File: config.mk
export PLATFORM = sky130hd
export DESIGN_NAME = axi_banked_mem
export DESIGN_NICKNAME = d
export VERILOG_FILES = /design/src/source/axi_mem_pkg.sv /design/src/source/access_chan_if.sv /design/src/source/bank_lane_if.sv /design/src/source/axi_port_split.sv /design/src/source/word_splitter.sv /design/src/source/bank_crossbar.sv /design/src/source/axi_banked_mem.sv
export SDC_FILE = /design/constraint.sdc
export NUM_CORES = 1
export LEC_CHECK = 0
export BUFFER_PORTS_ARGS = -buffer_cell sky130_fd_sc_hd__buf_4
export CORE_AREA = 2 2 256 258
export DETAILED_ROUTE_END_ITERATION = 10
export DIE_AREA = 0 0 258 260
export GPL_TIMING_DRIVEN = 0
export PLACE_DENSITY = 0.62
export SYNTH_ARGS = -nofsm -noshare
export SYNTH_HDL_FRONTEND = slang
export SYNTH_SLANG_ARGS = --single-unit
export TNS_END_PERCENT = 1
File: constraint.sdc
create_clock -name clk_i -period 35 [get_ports clk_i]
set_input_delay 7 -clock clk_i [delete_from_list [all_inputs] [get_ports clk_i]]
set_output_delay 7 -clock clk_i [all_outputs]
set_load 0.01 [all_outputs]
File: src/source/axi_mem_pkg.sv
`default_nettype none

package axi_mem_pkg;

  // Number of AXI slave ports
  localparam int unsigned NUM_PORTS = 2;
  // Number of SRAM banks behind the crossbar
  localparam int unsigned NUM_BANKS = 4;
  // Bank words per 64-bit AXI beat
  localparam int unsigned LANES_PER_CHANNEL = 2;
  // Crossbar inputs, a read and a write channel per port
  localparam int unsigned NUM_LANES = NUM_PORTS * 2 * LANES_PER_CHANNEL;
  // Bank read latency in cycles
  localparam int unsigned MEM_LATENCY = 1;

  // AXI side
  typedef logic [11:0] axi_addr_t;
  typedef logic [63:0] axi_data_t;
  typedef logic [7:0]  axi_strb_t;

  // Bank side
  typedef logic [7:0]  bank_addr_t;
  typedef logic [31:0] bank_data_t;
  typedef logic [3:0]  bank_strb_t;

  // Crossbar input index
  typedef logic [2:0]  lane_idx_t;

  // Word splitter FSM
  typedef enum logic [1:0] {
    SPLIT_IDLE    = 2'd0,
    SPLIT_ISSUE   = 2'd1,
    SPLIT_RESPOND = 2'd2
  } splitter_state_e;

endpackage

`default_nettype wire

File: src/source/access_chan_if.sv
`timescale 1ns/1ps
`default_nettype none

interface access_chan_if;
  import axi_mem_pkg::*;

  // Request, held stable while req_valid is high
  logic      req_valid;
  logic      req_ready;
  axi_addr_t addr;
  axi_data_t wdata;
  axi_strb_t strb;

  // Response, zero data on the write channel
  logic      rsp_valid;
  logic      rsp_ready;
  axi_data_t rdata;

  modport port_side (
    output req_valid, addr, wdata, strb, rsp_ready,
    input  req_ready, rsp_valid, rdata
  );

  modport splitter_side (
    input  req_valid, addr, wdata, strb, rsp_ready,
    output req_ready, rsp_valid, rdata
  );

endinterface

`default_nettype wire

File: src/source/bank_lane_if.sv
`timescale 1ns/1ps
`default_nettype none

interface bank_lane_if;
  import axi_mem_pkg::*;

  // Lane requests, one entry per bank word of the beat
  logic       [LANES_PER_CHANNEL-1:0] lane_req;
  bank_addr_t [LANES_PER_CHANNEL-1:0] row;
  // Bank pair select from address bit 3
  logic       [LANES_PER_CHANNEL-1:0] bank_pair;
  bank_data_t [LANES_PER_CHANNEL-1:0] wdata;
  bank_strb_t [LANES_PER_CHANNEL-1:0] strb;

  // Grant and return, one cycle apart
  logic       [LANES_PER_CHANNEL-1:0] lane_gnt;
  logic       [LANES_PER_CHANNEL-1:0] lane_rvalid;
  bank_data_t [LANES_PER_CHANNEL-1:0] lane_rdata;

  modport splitter_side (
    output lane_req, row, bank_pair, wdata, strb,
    input  lane_gnt, lane_rvalid, lane_rdata
  );

  modport xbar_side (
    input  lane_req, row, bank_pair, wdata, strb,
    output lane_gnt, lane_rvalid, lane_rdata
  );

endinterface

`default_nettype wire

File: src/source/axi_port_split.sv
`timescale 1ns/1ps
`default_nettype none

module axi_port_split (
  input  logic                   clk_i,
  input  logic                   rst_n_i,
  // AW and W, accepted as one request
  input  logic                   awvalid_i,
  input  axi_mem_pkg::axi_addr_t awaddr_i,
  output logic                   awready_o,
  input  logic                   wvalid_i,
  input  axi_mem_pkg::axi_data_t wdata_i,
  input  axi_mem_pkg::axi_strb_t wstrb_i,
  output logic                   wready_o,
  output logic                   bvalid_o,
  input  logic                   bready_i,
  // AR and R
  input  logic                   arvalid_i,
  input  axi_mem_pkg::axi_addr_t araddr_i,
  output logic                   arready_o,
  output logic                   rvalid_o,
  output axi_mem_pkg::axi_data_t rdata_o,
  input  logic                   rready_i,
  // Toward the word splitters
  access_chan_if.port_side       wr_o,
  access_chan_if.port_side       rd_o
);

  // One outstanding request per channel
  logic wr_busy_q;
  logic rd_busy_q;

  // Write request only when both AW and W are present
  assign wr_o.req_valid = awvalid_i && wvalid_i && !wr_busy_q;
  assign wr_o.addr      = awaddr_i;
  assign wr_o.wdata     = wdata_i;
  assign wr_o.strb      = wstrb_i;
  // Same cycle ready for AW and W
  assign awready_o      = wr_o.req_valid && wr_o.req_ready;
  assign wready_o       = awready_o;
  assign bvalid_o       = wr_o.rsp_valid;
  assign wr_o.rsp_ready = bready_i;

  // Read channel carries no payload data
  assign rd_o.req_valid = arvalid_i && !rd_busy_q;
  assign rd_o.addr      = araddr_i;
  assign rd_o.wdata     = '0;
  assign rd_o.strb      = '0;
  assign arready_o      = rd_o.req_valid && rd_o.req_ready;
  assign rvalid_o       = rd_o.rsp_valid;
  assign rdata_o        = rd_o.rdata;
  assign rd_o.rsp_ready = rready_i;

  // Set on accept, cleared when B or R is taken
  always_ff @(posedge clk_i or negedge rst_n_i) begin
    if (!rst_n_i) begin
      wr_busy_q <= 1'b0;
      rd_busy_q <= 1'b0;
    end else begin
      if (awready_o) begin
        wr_busy_q <= 1'b1;
      end else if (wr_o.rsp_valid && bready_i) begin
        wr_busy_q <= 1'b0;
      end
      if (arready_o) begin
        rd_busy_q <= 1'b1;
      end else if (rd_o.rsp_valid && rready_i) begin
        rd_busy_q <= 1'b0;
      end
    end
  end

endmodule

`default_nettype wire

File: src/source/word_splitter.sv
`timescale 1ns/1ps
`default_nettype none

module word_splitter #(
  // Set on the write channel, where returns carry no data
  parameter bit WRITE_CHANNEL = 1'b1
) (
  input  logic                 clk_i,
  input  logic                 rst_n_i,
  access_chan_if.splitter_side chan_i,
  bank_lane_if.splitter_side   lanes_o
);
  import axi_mem_pkg::*;

  splitter_state_e state_q;

  // Latched request
  axi_addr_t addr_q;
  axi_data_t wdata_q;
  axi_strb_t strb_q;
  // Gathered lane returns
  axi_data_t rdata_q;

  // Per-lane progress flags
  logic [LANES_PER_CHANNEL-1:0] gnt_q;
  logic [LANES_PER_CHANNEL-1:0] ret_q;
  // Returns seen so far, including this cycle
  logic [LANES_PER_CHANNEL-1:0] ret_all;

  assign ret_all = ret_q | lanes_o.lane_rvalid;

  // New request only from idle
  assign chan_i.req_ready = (state_q == SPLIT_IDLE);
  assign chan_i.rsp_valid = (state_q == SPLIT_RESPOND);
  assign chan_i.rdata     = rdata_q;

  // Lane j holds bits [32j+31:32j] of the beat
  for (genvar j = 0; j < LANES_PER_CHANNEL; j++) begin : gen_lane
    // Request drops once granted
    assign lanes_o.lane_req[j]  = (state_q == SPLIT_ISSUE) && !gnt_q[j];
    // Row from bits 11:4, bank pair from bit 3, byte offset ignored
    assign lanes_o.row[j]       = addr_q[11:4];
    assign lanes_o.bank_pair[j] = addr_q[3];
    assign lanes_o.wdata[j]     = wdata_q[j*$bits(bank_data_t) +: $bits(bank_data_t)];
    assign lanes_o.strb[j]      = strb_q[j*$bits(bank_strb_t) +: $bits(bank_strb_t)];
  end

  // Control FSM
  always_ff @(posedge clk_i or negedge rst_n_i) begin
    if (!rst_n_i) begin
      state_q <= SPLIT_IDLE;
      gnt_q   <= '0;
      ret_q   <= '0;
    end else begin
      case (state_q)
        SPLIT_IDLE: begin
          if (chan_i.req_valid) begin
            state_q <= SPLIT_ISSUE;
            gnt_q   <= '0;
            ret_q   <= '0;
          end
        end
        SPLIT_ISSUE: begin
          gnt_q <= gnt_q | (lanes_o.lane_req & lanes_o.lane_gnt);
          ret_q <= ret_all;
          // Respond in the cycle after the last return
          if (&ret_all) begin
            state_q <= SPLIT_RESPOND;
          end
        end
        SPLIT_RESPOND: begin
          if (chan_i.rsp_ready) begin
            state_q <= SPLIT_IDLE;
          end
        end
        default: begin
          state_q <= SPLIT_IDLE;
        end
      endcase
    end
  end

  // Payload capture
  always_ff @(posedge clk_i) begin
    if (chan_i.req_valid && chan_i.req_ready) begin
      addr_q  <= chan_i.addr;
      wdata_q <= chan_i.wdata;
      strb_q  <= chan_i.strb;
    end
    for (int j = 0; j < LANES_PER_CHANNEL; j++) begin
      if (lanes_o.lane_rvalid[j]) begin
        // Write acks come back as zero data
        rdata_q[j*$bits(bank_data_t) +: $bits(bank_data_t)] <=
          WRITE_CHANNEL ? '0 : lanes_o.lane_rdata[j];
      end
    end
  end

endmodule

`default_nettype wire

File: src/source/bank_crossbar.sv
`timescale 1ns/1ps
`default_nettype none

module bank_crossbar (
  input  logic                                                   clk_i,
  input  logic                                                   rst_n_i,
  // Port 0 write, port 0 read, port 1 write, port 1 read
  bank_lane_if.xbar_side                                         ch0_i,
  bank_lane_if.xbar_side                                         ch1_i,
  bank_lane_if.xbar_side                                         ch2_i,
  bank_lane_if.xbar_side                                         ch3_i,
  // SRAM banks
  output logic                   [axi_mem_pkg::NUM_BANKS-1:0]    mem_req_o,
  input  logic                   [axi_mem_pkg::NUM_BANKS-1:0]    mem_gnt_i,
  output axi_mem_pkg::bank_addr_t [axi_mem_pkg::NUM_BANKS-1:0]   mem_addr_o,
  output logic                   [axi_mem_pkg::NUM_BANKS-1:0]    mem_we_o,
  output axi_mem_pkg::bank_data_t [axi_mem_pkg::NUM_BANKS-1:0]   mem_wdata_o,
  output axi_mem_pkg::bank_strb_t [axi_mem_pkg::NUM_BANKS-1:0]   mem_be_o,
  input  axi_mem_pkg::bank_data_t [axi_mem_pkg::NUM_BANKS-1:0]   mem_rdata_i
);
  import axi_mem_pkg::*;

  // Flat lane view, lane index is channel * 2 + lane
  logic       [NUM_LANES-1:0] in_req;
  logic       [NUM_LANES-1:0] in_pair;
  bank_addr_t [NUM_LANES-1:0] in_row;
  bank_data_t [NUM_LANES-1:0] in_wdata;
  bank_strb_t [NUM_LANES-1:0] in_strb;
  logic       [NUM_LANES-1:0] in_gnt;
  logic       [NUM_LANES-1:0] in_rvalid;
  bank_data_t [NUM_LANES-1:0] in_rdata;

  // Lanes requesting each bank
  logic [NUM_BANKS-1:0][NUM_LANES-1:0] bank_hit;
  // Round-robin pointer and current winner per bank
  lane_idx_t [NUM_BANKS-1:0] rr_q;
  lane_idx_t [NUM_BANKS-1:0] winner;
  // Return pipeline, one stage per cycle of bank latency
  logic      [NUM_BANKS-1:0][MEM_LATENCY-1:0] ret_vld_q;
  lane_idx_t [NUM_BANKS-1:0][MEM_LATENCY-1:0] ret_idx_q;

  assign in_req   = {ch3_i.lane_req, ch2_i.lane_req, ch1_i.lane_req, ch0_i.lane_req};
  assign in_pair  = {ch3_i.bank_pair, ch2_i.bank_pair, ch1_i.bank_pair, ch0_i.bank_pair};
  assign in_row   = {ch3_i.row, ch2_i.row, ch1_i.row, ch0_i.row};
  assign in_wdata = {ch3_i.wdata, ch2_i.wdata, ch1_i.wdata, ch0_i.wdata};
  assign in_strb  = {ch3_i.strb, ch2_i.strb, ch1_i.strb, ch0_i.strb};
  assign {ch3_i.lane_gnt, ch2_i.lane_gnt, ch1_i.lane_gnt, ch0_i.lane_gnt} = in_gnt;
  assign {ch3_i.lane_rvalid, ch2_i.lane_rvalid, ch1_i.lane_rvalid, ch0_i.lane_rvalid} = in_rvalid;
  assign {ch3_i.lane_rdata, ch2_i.lane_rdata, ch1_i.lane_rdata, ch0_i.lane_rdata} = in_rdata;

  // Lane j of a beat targets bank pair * 2 + j
  for (genvar l = 0; l < NUM_LANES; l++) begin : gen_lane_target
    for (genvar b = 0; b < NUM_BANKS; b++) begin : gen_bank
      assign bank_hit[b][l] = in_req[l] && (in_pair[l] == 1'(b / LANES_PER_CHANNEL)) &&
                              ((l % LANES_PER_CHANNEL) == (b % LANES_PER_CHANNEL));
    end
  end

  // Arbitration, search starts at the pointer and wraps
  always_comb begin
    lane_idx_t cand;
    logic      found;
    for (int b = 0; b < NUM_BANKS; b++) begin
      found     = 1'b0;
      winner[b] = rr_q[b];
      for (int k = 0; k < NUM_LANES; k++) begin
        cand = rr_q[b] + lane_idx_t'(k);
        if (!found && bank_hit[b][cand]) begin
          found     = 1'b1;
          winner[b] = cand;
        end
      end
      mem_req_o[b]   = found;
      mem_addr_o[b]  = in_row[winner[b]];
      // Even channels are writes, channel LSB sits at lane index bit 1
      mem_we_o[b]    = !winner[b][1];
      mem_wdata_o[b] = in_wdata[winner[b]];
      mem_be_o[b]    = in_strb[winner[b]];
    end
  end

  // Lane grant follows the bank grant in the same cycle
  always_comb begin
    in_gnt = '0;
    for (int b = 0; b < NUM_BANKS; b++) begin
      if (mem_req_o[b] && mem_gnt_i[b]) begin
        in_gnt[winner[b]] = 1'b1;
      end
    end
  end

  // Route bank data to the lane that won it
  always_comb begin
    in_rvalid = '0;
    in_rdata  = '0;
    for (int b = 0; b < NUM_BANKS; b++) begin
      if (ret_vld_q[b][MEM_LATENCY-1]) begin
        in_rvalid[ret_idx_q[b][MEM_LATENCY-1]] = 1'b1;
        in_rdata[ret_idx_q[b][MEM_LATENCY-1]]  = mem_rdata_i[b];
      end
    end
  end

  always_ff @(posedge clk_i or negedge rst_n_i) begin
    if (!rst_n_i) begin
      rr_q      <= '0;
      ret_vld_q <= '0;
    end else begin
      for (int b = 0; b < NUM_BANKS; b++) begin
        // Pointer moves past the winner
        if (mem_req_o[b] && mem_gnt_i[b]) begin
          rr_q[b] <= winner[b] + lane_idx_t'(1);
        end
        ret_vld_q[b][0] <= mem_req_o[b] && mem_gnt_i[b];
        for (int s = 1; s < MEM_LATENCY; s++) begin
          ret_vld_q[b][s] <= ret_vld_q[b][s-1];
        end
      end
    end
  end

  // Winner index follows the valid through the pipeline
  always_ff @(posedge clk_i) begin
    for (int b = 0; b < NUM_BANKS; b++) begin
      ret_idx_q[b][0] <= winner[b];
      for (int s = 1; s < MEM_LATENCY; s++) begin
        ret_idx_q[b][s] <= ret_idx_q[b][s-1];
      end
    end
  end

endmodule

`default_nettype wire

File: src/source/axi_banked_mem.sv
`timescale 1ns/1ps
`default_nettype none

module axi_banked_mem (
  input  logic                                                 clk_i,
  input  logic                                                 rst_n_i,
  // AXI slave ports
  input  logic                   [axi_mem_pkg::NUM_PORTS-1:0]  s_awvalid_i,
  input  axi_mem_pkg::axi_addr_t [axi_mem_pkg::NUM_PORTS-1:0]  s_awaddr_i,
  output logic                   [axi_mem_pkg::NUM_PORTS-1:0]  s_awready_o,
  input  logic                   [axi_mem_pkg::NUM_PORTS-1:0]  s_wvalid_i,
  input  axi_mem_pkg::axi_data_t [axi_mem_pkg::NUM_PORTS-1:0]  s_wdata_i,
  input  axi_mem_pkg::axi_strb_t [axi_mem_pkg::NUM_PORTS-1:0]  s_wstrb_i,
  output logic                   [axi_mem_pkg::NUM_PORTS-1:0]  s_wready_o,
  output logic                   [axi_mem_pkg::NUM_PORTS-1:0]  s_bvalid_o,
  input  logic                   [axi_mem_pkg::NUM_PORTS-1:0]  s_bready_i,
  input  logic                   [axi_mem_pkg::NUM_PORTS-1:0]  s_arvalid_i,
  input  axi_mem_pkg::axi_addr_t [axi_mem_pkg::NUM_PORTS-1:0]  s_araddr_i,
  output logic                   [axi_mem_pkg::NUM_PORTS-1:0]  s_arready_o,
  output logic                   [axi_mem_pkg::NUM_PORTS-1:0]  s_rvalid_o,
  output axi_mem_pkg::axi_data_t [axi_mem_pkg::NUM_PORTS-1:0]  s_rdata_o,
  input  logic                   [axi_mem_pkg::NUM_PORTS-1:0]  s_rready_i,
  // SRAM banks
  output logic                    [axi_mem_pkg::NUM_BANKS-1:0] mem_req_o,
  input  logic                    [axi_mem_pkg::NUM_BANKS-1:0] mem_gnt_i,
  output axi_mem_pkg::bank_addr_t [axi_mem_pkg::NUM_BANKS-1:0] mem_addr_o,
  output logic                    [axi_mem_pkg::NUM_BANKS-1:0] mem_we_o,
  output axi_mem_pkg::bank_data_t [axi_mem_pkg::NUM_BANKS-1:0] mem_wdata_o,
  output axi_mem_pkg::bank_strb_t [axi_mem_pkg::NUM_BANKS-1:0] mem_be_o,
  input  axi_mem_pkg::bank_data_t [axi_mem_pkg::NUM_BANKS-1:0] mem_rdata_i
);
  import axi_mem_pkg::*;

  // Channel 2p is the write side of port p, 2p+1 the read side
  access_chan_if chan [NUM_PORTS*2] ();
  bank_lane_if   lanes [NUM_PORTS*2] ();

  for (genvar p = 0; p < NUM_PORTS; p++) begin : gen_port
    axi_port_split i_axi_port_split (
      .clk_i     ( clk_i          ),
      .rst_n_i   ( rst_n_i        ),
      .awvalid_i ( s_awvalid_i[p] ),
      .awaddr_i  ( s_awaddr_i[p]  ),
      .awready_o ( s_awready_o[p] ),
      .wvalid_i  ( s_wvalid_i[p]  ),
      .wdata_i   ( s_wdata_i[p]   ),
      .wstrb_i   ( s_wstrb_i[p]   ),
      .wready_o  ( s_wready_o[p]  ),
      .bvalid_o  ( s_bvalid_o[p]  ),
      .bready_i  ( s_bready_i[p]  ),
      .arvalid_i ( s_arvalid_i[p] ),
      .araddr_i  ( s_araddr_i[p]  ),
      .arready_o ( s_arready_o[p] ),
      .rvalid_o  ( s_rvalid_o[p]  ),
      .rdata_o   ( s_rdata_o[p]   ),
      .rready_i  ( s_rready_i[p]  ),
      .wr_o      ( chan[2*p]      ),
      .rd_o      ( chan[2*p+1]    )
    );
  end

  // One splitter per channel, even channels write
  for (genvar k = 0; k < NUM_PORTS*2; k++) begin : gen_splitter
    word_splitter #(
      .WRITE_CHANNEL ( (k % 2) == 0 )
    ) i_word_splitter (
      .clk_i   ( clk_i    ),
      .rst_n_i ( rst_n_i  ),
      .chan_i  ( chan[k]  ),
      .lanes_o ( lanes[k] )
    );
  end

  bank_crossbar i_bank_crossbar (
    .clk_i       ( clk_i       ),
    .rst_n_i     ( rst_n_i     ),
    .ch0_i       ( lanes[0]    ),
    .ch1_i       ( lanes[1]    ),
    .ch2_i       ( lanes[2]    ),
    .ch3_i       ( lanes[3]    ),
    .mem_req_o   ( mem_req_o   ),
    .mem_gnt_i   ( mem_gnt_i   ),
    .mem_addr_o  ( mem_addr_o  ),
    .mem_we_o    ( mem_we_o    ),
    .mem_wdata_o ( mem_wdata_o ),
    .mem_be_o    ( mem_be_o    ),
    .mem_rdata_i ( mem_rdata_i )
  );

endmodule

`default_nettype wire

* Word level (Yosys, flattened, before mapping) *
Cells that the tools add are included.

cells by class
  add/subtract/negate cells = 32
  magnitude comparators = 48
  eq/ne operators = 20
  multiplexer cells = 223
  bitwise gates (word level) = 23
  reductions and logical operators = 146

operators by type and width
  kind                                                                                  number
  256-bit 2-to-1 mux                                                                    4
  256-bit bitwise mux                                                                   3
  32-bit binary-select mux with 3-bit select                                            4
  32-bit demux with 3-bit select                                                        4
  256-bit bitwise AND                                                                   1
  32-bit 2-to-1 mux                                                                     8
  3-bit by 4-bit less-than comparator with 1-bit output (second input constant)         40
  1-bit binary-select mux with 3-bit select                                             32
  8-bit binary-select mux with 3-bit select                                             4
  8-bit 2-to-1 mux                                                                      12
  3-bit 2-to-1 mux                                                                      28
  1-bit 2-to-1 mux                                                                      80
  1-bit logical AND                                                                     78
  3-bit adder (second input constant)                                                   16
  4-bit binary-select mux with 3-bit select                                             4
  8-bit bitwise OR                                                                      6
  1-bit logical NOT                                                                     44
  2-bit 2-to-1 mux                                                                      16
  2-bit case mux with 2 select lines                                                    8
  3-bit by 1-bit adder with 3-bit output (second input constant)                        8
  3-bit by 2-bit adder with 3-bit output (second input constant)                        8
  1-bit demux with 3-bit select                                                         8
  3-bit by 1-bit greater-or-equal comparator with 1-bit output (second input constant)  8
  2-bit case mux with 3 select lines                                                    4
  other kinds (12)                                                                      64

word-level totals
  bits in registers = 376
  input bits = 336
  word-level logic and storage cells = 532

* Logic depth before layout (Yosys ltp) *
  word-level depth = 41
  depth in mapped cells = 16
  mapped depth without buffers = 13

* Cells and area by module *
Synthesis repeated with hierarchy kept, for this count alone.

second synthesis, totals
  cell total of the unflattened synthesis = 4,915
  area total of the unflattened synthesis = 44,249.9 µm²

by module, submodules not included
  module                                               times used  cells an instance  area each (µm²)
  bank_crossbar                                        1           3,671              24,491.0
  word_splitter (gen_splitter[1].i_word_splitter ...)  2           186                4,715.8
  word_splitter (gen_splitter[0].i_word_splitter ...)  2           187                3,278.1
  axi_port_split                                       2           249                1,885.6

* Least setup slack after synthesis *
No wires, ideal clock.

  path kind = input to output
  start point = in s_awvalid_i[1] (netlist bit)
  end point = out s_awready_o[1] (netlist bit)
  arrival = 16.011 ns
  required time = 28.000 ns
  slack = 11.989 ns
  cell stages on the path = 3
  path buffers = 1
  cells stage by stage = nand2_1 nor4_1 buf_4

on the way
  cells in the longest elaborated chain, start to end = 3

RTL lines
  element                         RTL line              text
  start: declaration              axi_banked_mem.sv:8   input logic [axi_mem_pkg::NUM_PORTS-1:0] s_awvalid_i,
  1-bit logical AND (2 in a row)  axi_port_split.sv:34  assign wr_o.req_valid = awvalid_i && wvalid_i && !wr_busy_q;
  1-bit logical AND               axi_port_split.sv:39  assign awready_o = wr_o.req_valid && wr_o.req_ready;
  end: declaration                axi_banked_mem.sv:10  output logic [axi_mem_pkg::NUM_PORTS-1:0] s_awready_o,

No other way between the ends.

* Worst setup path after layout *
  start point = in s_awvalid_i[0] (netlist bit)
  end point = out s_awready_o[0] (netlist bit)

Same word-level chain as after synthesis.

==> impl_metrics.tcl <==
set metrics [dict create \
    status "completed" \
    finalWirelength_um 125000 \
    post_cts_buffers 0 \
    critPathCaptureType "output port" \
    syn_avg_cell_area_um2 9.43 \
    synth_edf_count 308 \
    grt_pass1_wl_um 176000 \
    grt_usage 0.357 \
    skew_ps 24.8 \
    ys_seq_area_frac 0.433 \
    placeableCoreArea_mm2 0.0641 \
    power.density_mw_per_mm2 136 \
    num_vias 25900 \
    clk_path_buf_depth 3 \
    initial_core_util 0.381 \
    fin_crit_sh 0.455 \
    hpwl_um 95200 \
    hold_violations 0 \
    final_nets 3651 \
    n_fill_cell 6040 \
    cts_resized 0 \
    post_drt_via_cell_ratio 6.17 \
    dr.pass1.iters 6 \
    layout_commonest_cell "buf_4" \
    power_frac_seq 0.140 \
    yosys.area.top_type "edfxtp_1" \
    multi_input_area_mm2 0.0127 \
    tns_ps 0 \
    synthCells 2590 \
    setup_viol 0 \
    holdWs_ps 483 \
    min_period_ps 15930 \
    ir_drop_mv 0.102 \
    dieArea_mm2 0.0671 \
    num_rows 93 \
    netSwitchingFraction 0.522 \
    power.clock.fraction 0.108 \
    die_w_um 258 \
    worstSetupStartpointType "input pin" \
    cp.required_ps 28000 \
    p_leak_nw 12.4 \
    internal_power_w 0.00209 \
    async_reset_ff_frac 0.121 \
    layout-drive-gt1-share 0.294 \
    synth_ff_type "edfxtp_1" \
    arrival_ps 8930 \
    cts_made_buffers 44 \
    cts-htree-levels 2 \
    synth_area_leaders "edfxtp_1, nand2_1, mux2i_1" \
    p_switching_w 0.00229 \
    p_comb_frac 0.752 \
    seqCellArea_mm2 0.0106 \
    crit_fanout 57 \
    tightest_slew_ps 1380 \
    rsz0062_at_grt "false" \
    clkTransAtPathRegs_ps 60 \
    drv_cap 0 \
    synth_area_mm2 0.0244 \
    yosysUniqueCellTypes 80 \
    hold_buffers 0 \
    numPortBuffers 645 \
    maxSlewViolCount 0 \
    cts.sinks 364 \
    synth_top_area_frac 0.379 \
    synth_nets 2937 \
    drtAntennaViolNets 0 \
    dieHeight_um 260 \
    hp-class "reg2reg" \
    gp_congestion 0.986 \
    yosysWarnings 0 \
    fmax_ghz 0.0628 \
    final_core_utilization 0.501 \
    io_pins 658 \
    ys_seq_elements 364 \
    clock-root-buffer "clkbuf_16" \
    cts_tree "built" \
    dr.first_iter.drc_count 3144 \
    final_cell_mix "buf_4, nand2_1, edfxtp_1" \
    crit_type "in2out" \
    grt_max_degree 58 \
    clkLatencyLatePin_ps 610 \
    globalRouteOverflowTotal 0 \
    area_delta_synth_final_pct 31.5 \
    slew_headroom 0.0659 \
    drc 0 \
    antenna_found_initial 10 \
    grt_pass1_vias 25300 \
    wl_per_cell_um 29.7 \
]
-- metal layers --
metal	GRT usage	up-vias	routed length, µm
met4	0.171	2	6430
met5	0	-	13
met3	0.0863	331	12400
met1	0.420	12700	45400
met2	0.612	1813	60500
li1	-	11100	-
-- critical path, cell delays in order --
cell and delay [ps]:
buf_4 80, nand2_1 90, or4_1 400, clkbuf_1 250, inv_4 400, buf_16 300, buf_4 180, buf_4 110
-- cells in the mapped netlist (9+ instances only) --
master / instances
buf_1: 20
mux4_2: 61
nand2b_1: 22
nand3_1: 185
clkbuf_1: 134
a221oi_1: 37
nor4b_1: 10
nor2_1: 126
dfxtp_1: 12
o21ai_0: 190
and3_1: 10
mux2_2: 79
mux2i_1: 145
buf_4: 21
buf_2: 39
nor2b_1: 18
or4_1: 9
nand2_1: 458
and2_1: 50
edfxtp_1: 308
a311oi_1: 41
inv_1: 30
a211oi_1: 49
a22oi_1: 13
dfrtp_1: 44
a21oi_1: 257
ha_1: 11
a31oi_1: 9
nor4_1: 9
nor3_1: 24
o22ai_1: 13
-- power by group through the flow --
stage          logic [W]  registers [W]  clock network (W)
4_1_cts          0.00324       0.000612           0.000477
5_1_grt          0.00341       0.000621           0.000492
3_5_place_dp     0.00322       0.000620                  0
2_1_floorplan    0.00166       0.000616                  0
6_report         0.00329       0.000614           0.000473
3_3_place_gp     0.00321       0.000625                  0
-- flip-flops by register name, indices dropped and copies added, names as in the netlist, 12 cells and up --
name and flops:
gen_splitter.i_word_splitter.lanes_o.wdata 128, gen_splitter.i_word_splitter.chan_i.rdata 128, gen_splitter.i_word_splitter.addr_q 36, gen_splitter.i_word_splitter.lanes_o.strb 16, i_bank_crossbar.ret_idx_q 12, i_bank_crossbar.rr_q 12
-- path summary, 6_finish.rpt --
path,start,to,slack [ps],cells after the start
max in group asynchronous,rst_n_i,i_bank_crossbar.ret_vld_q[1]$_DFF_PN0_,28130,1
worst min-delay path,gen_port[0].i_axi_port_split.wr_busy_q$_DFFE_PN0P_,gen_port[0].i_axi_port_split.wr_busy_q$_DFFE_PN0P_,480,2
min in group asynchronous,rst_n_i,gen_port[1].i_axi_port_split.rd_busy_q$_DFFE_PN0P_,6420,1
worst min register to register,gen_port[0].i_axi_port_split.wr_busy_q$_DFFE_PN0P_,gen_port[0].i_axi_port_split.wr_busy_q$_DFFE_PN0P_,480,2
worst max register to register,i_bank_crossbar.rr_q[3]$_DFFE_PN0N_,i_bank_crossbar.rr_q[5]$_DFFE_PN0N_,29660,14
worst max-delay path,s_awvalid_i[0],s_awready_o[0],19070,8
-- logic make-up after synthesis --
family,synth area share
flip-flops,0.433
AO/OA/AOI/OAI,0.167
XOR/XNOR,0.00574
AND/OR/NAND/NOR,0.187
adder cells (fa/ha/maj),0.00563
buffers and inverters,0.0488
multiplexers,0.152
-- per-stage QoR --
step	power (W)	instance area [µm²]	instances	setup WS [ps]
after floorplan	0.00227	24400	2590	11990
after global placement	0.00383	30300	4090	4850
after detailed placement	0.00384	30600	4113	19050
after CTS	0.00432	32100	4194	19040
after global routing	0.00452	32100	4199	18980
final	0.00438	32100	4203	19070
-- cell type report --
cell class / count / area share
Clock inverter: 29 / 0.00900
Antenna cell: 9 / 0.000701
Clock buffer: 52 / 0.0361
Sequential cell: 364 / 0.330
Inverter: 38 / 0.00452
Multi-Input combinational cell: 1964 / 0.395
Buffer: 224 / 0.0326
Timing Repair Buffer: 668 / 0.159
Tap cell: 855 / 0.0333
No activity file was read; power rests on OpenSTA's default activity.
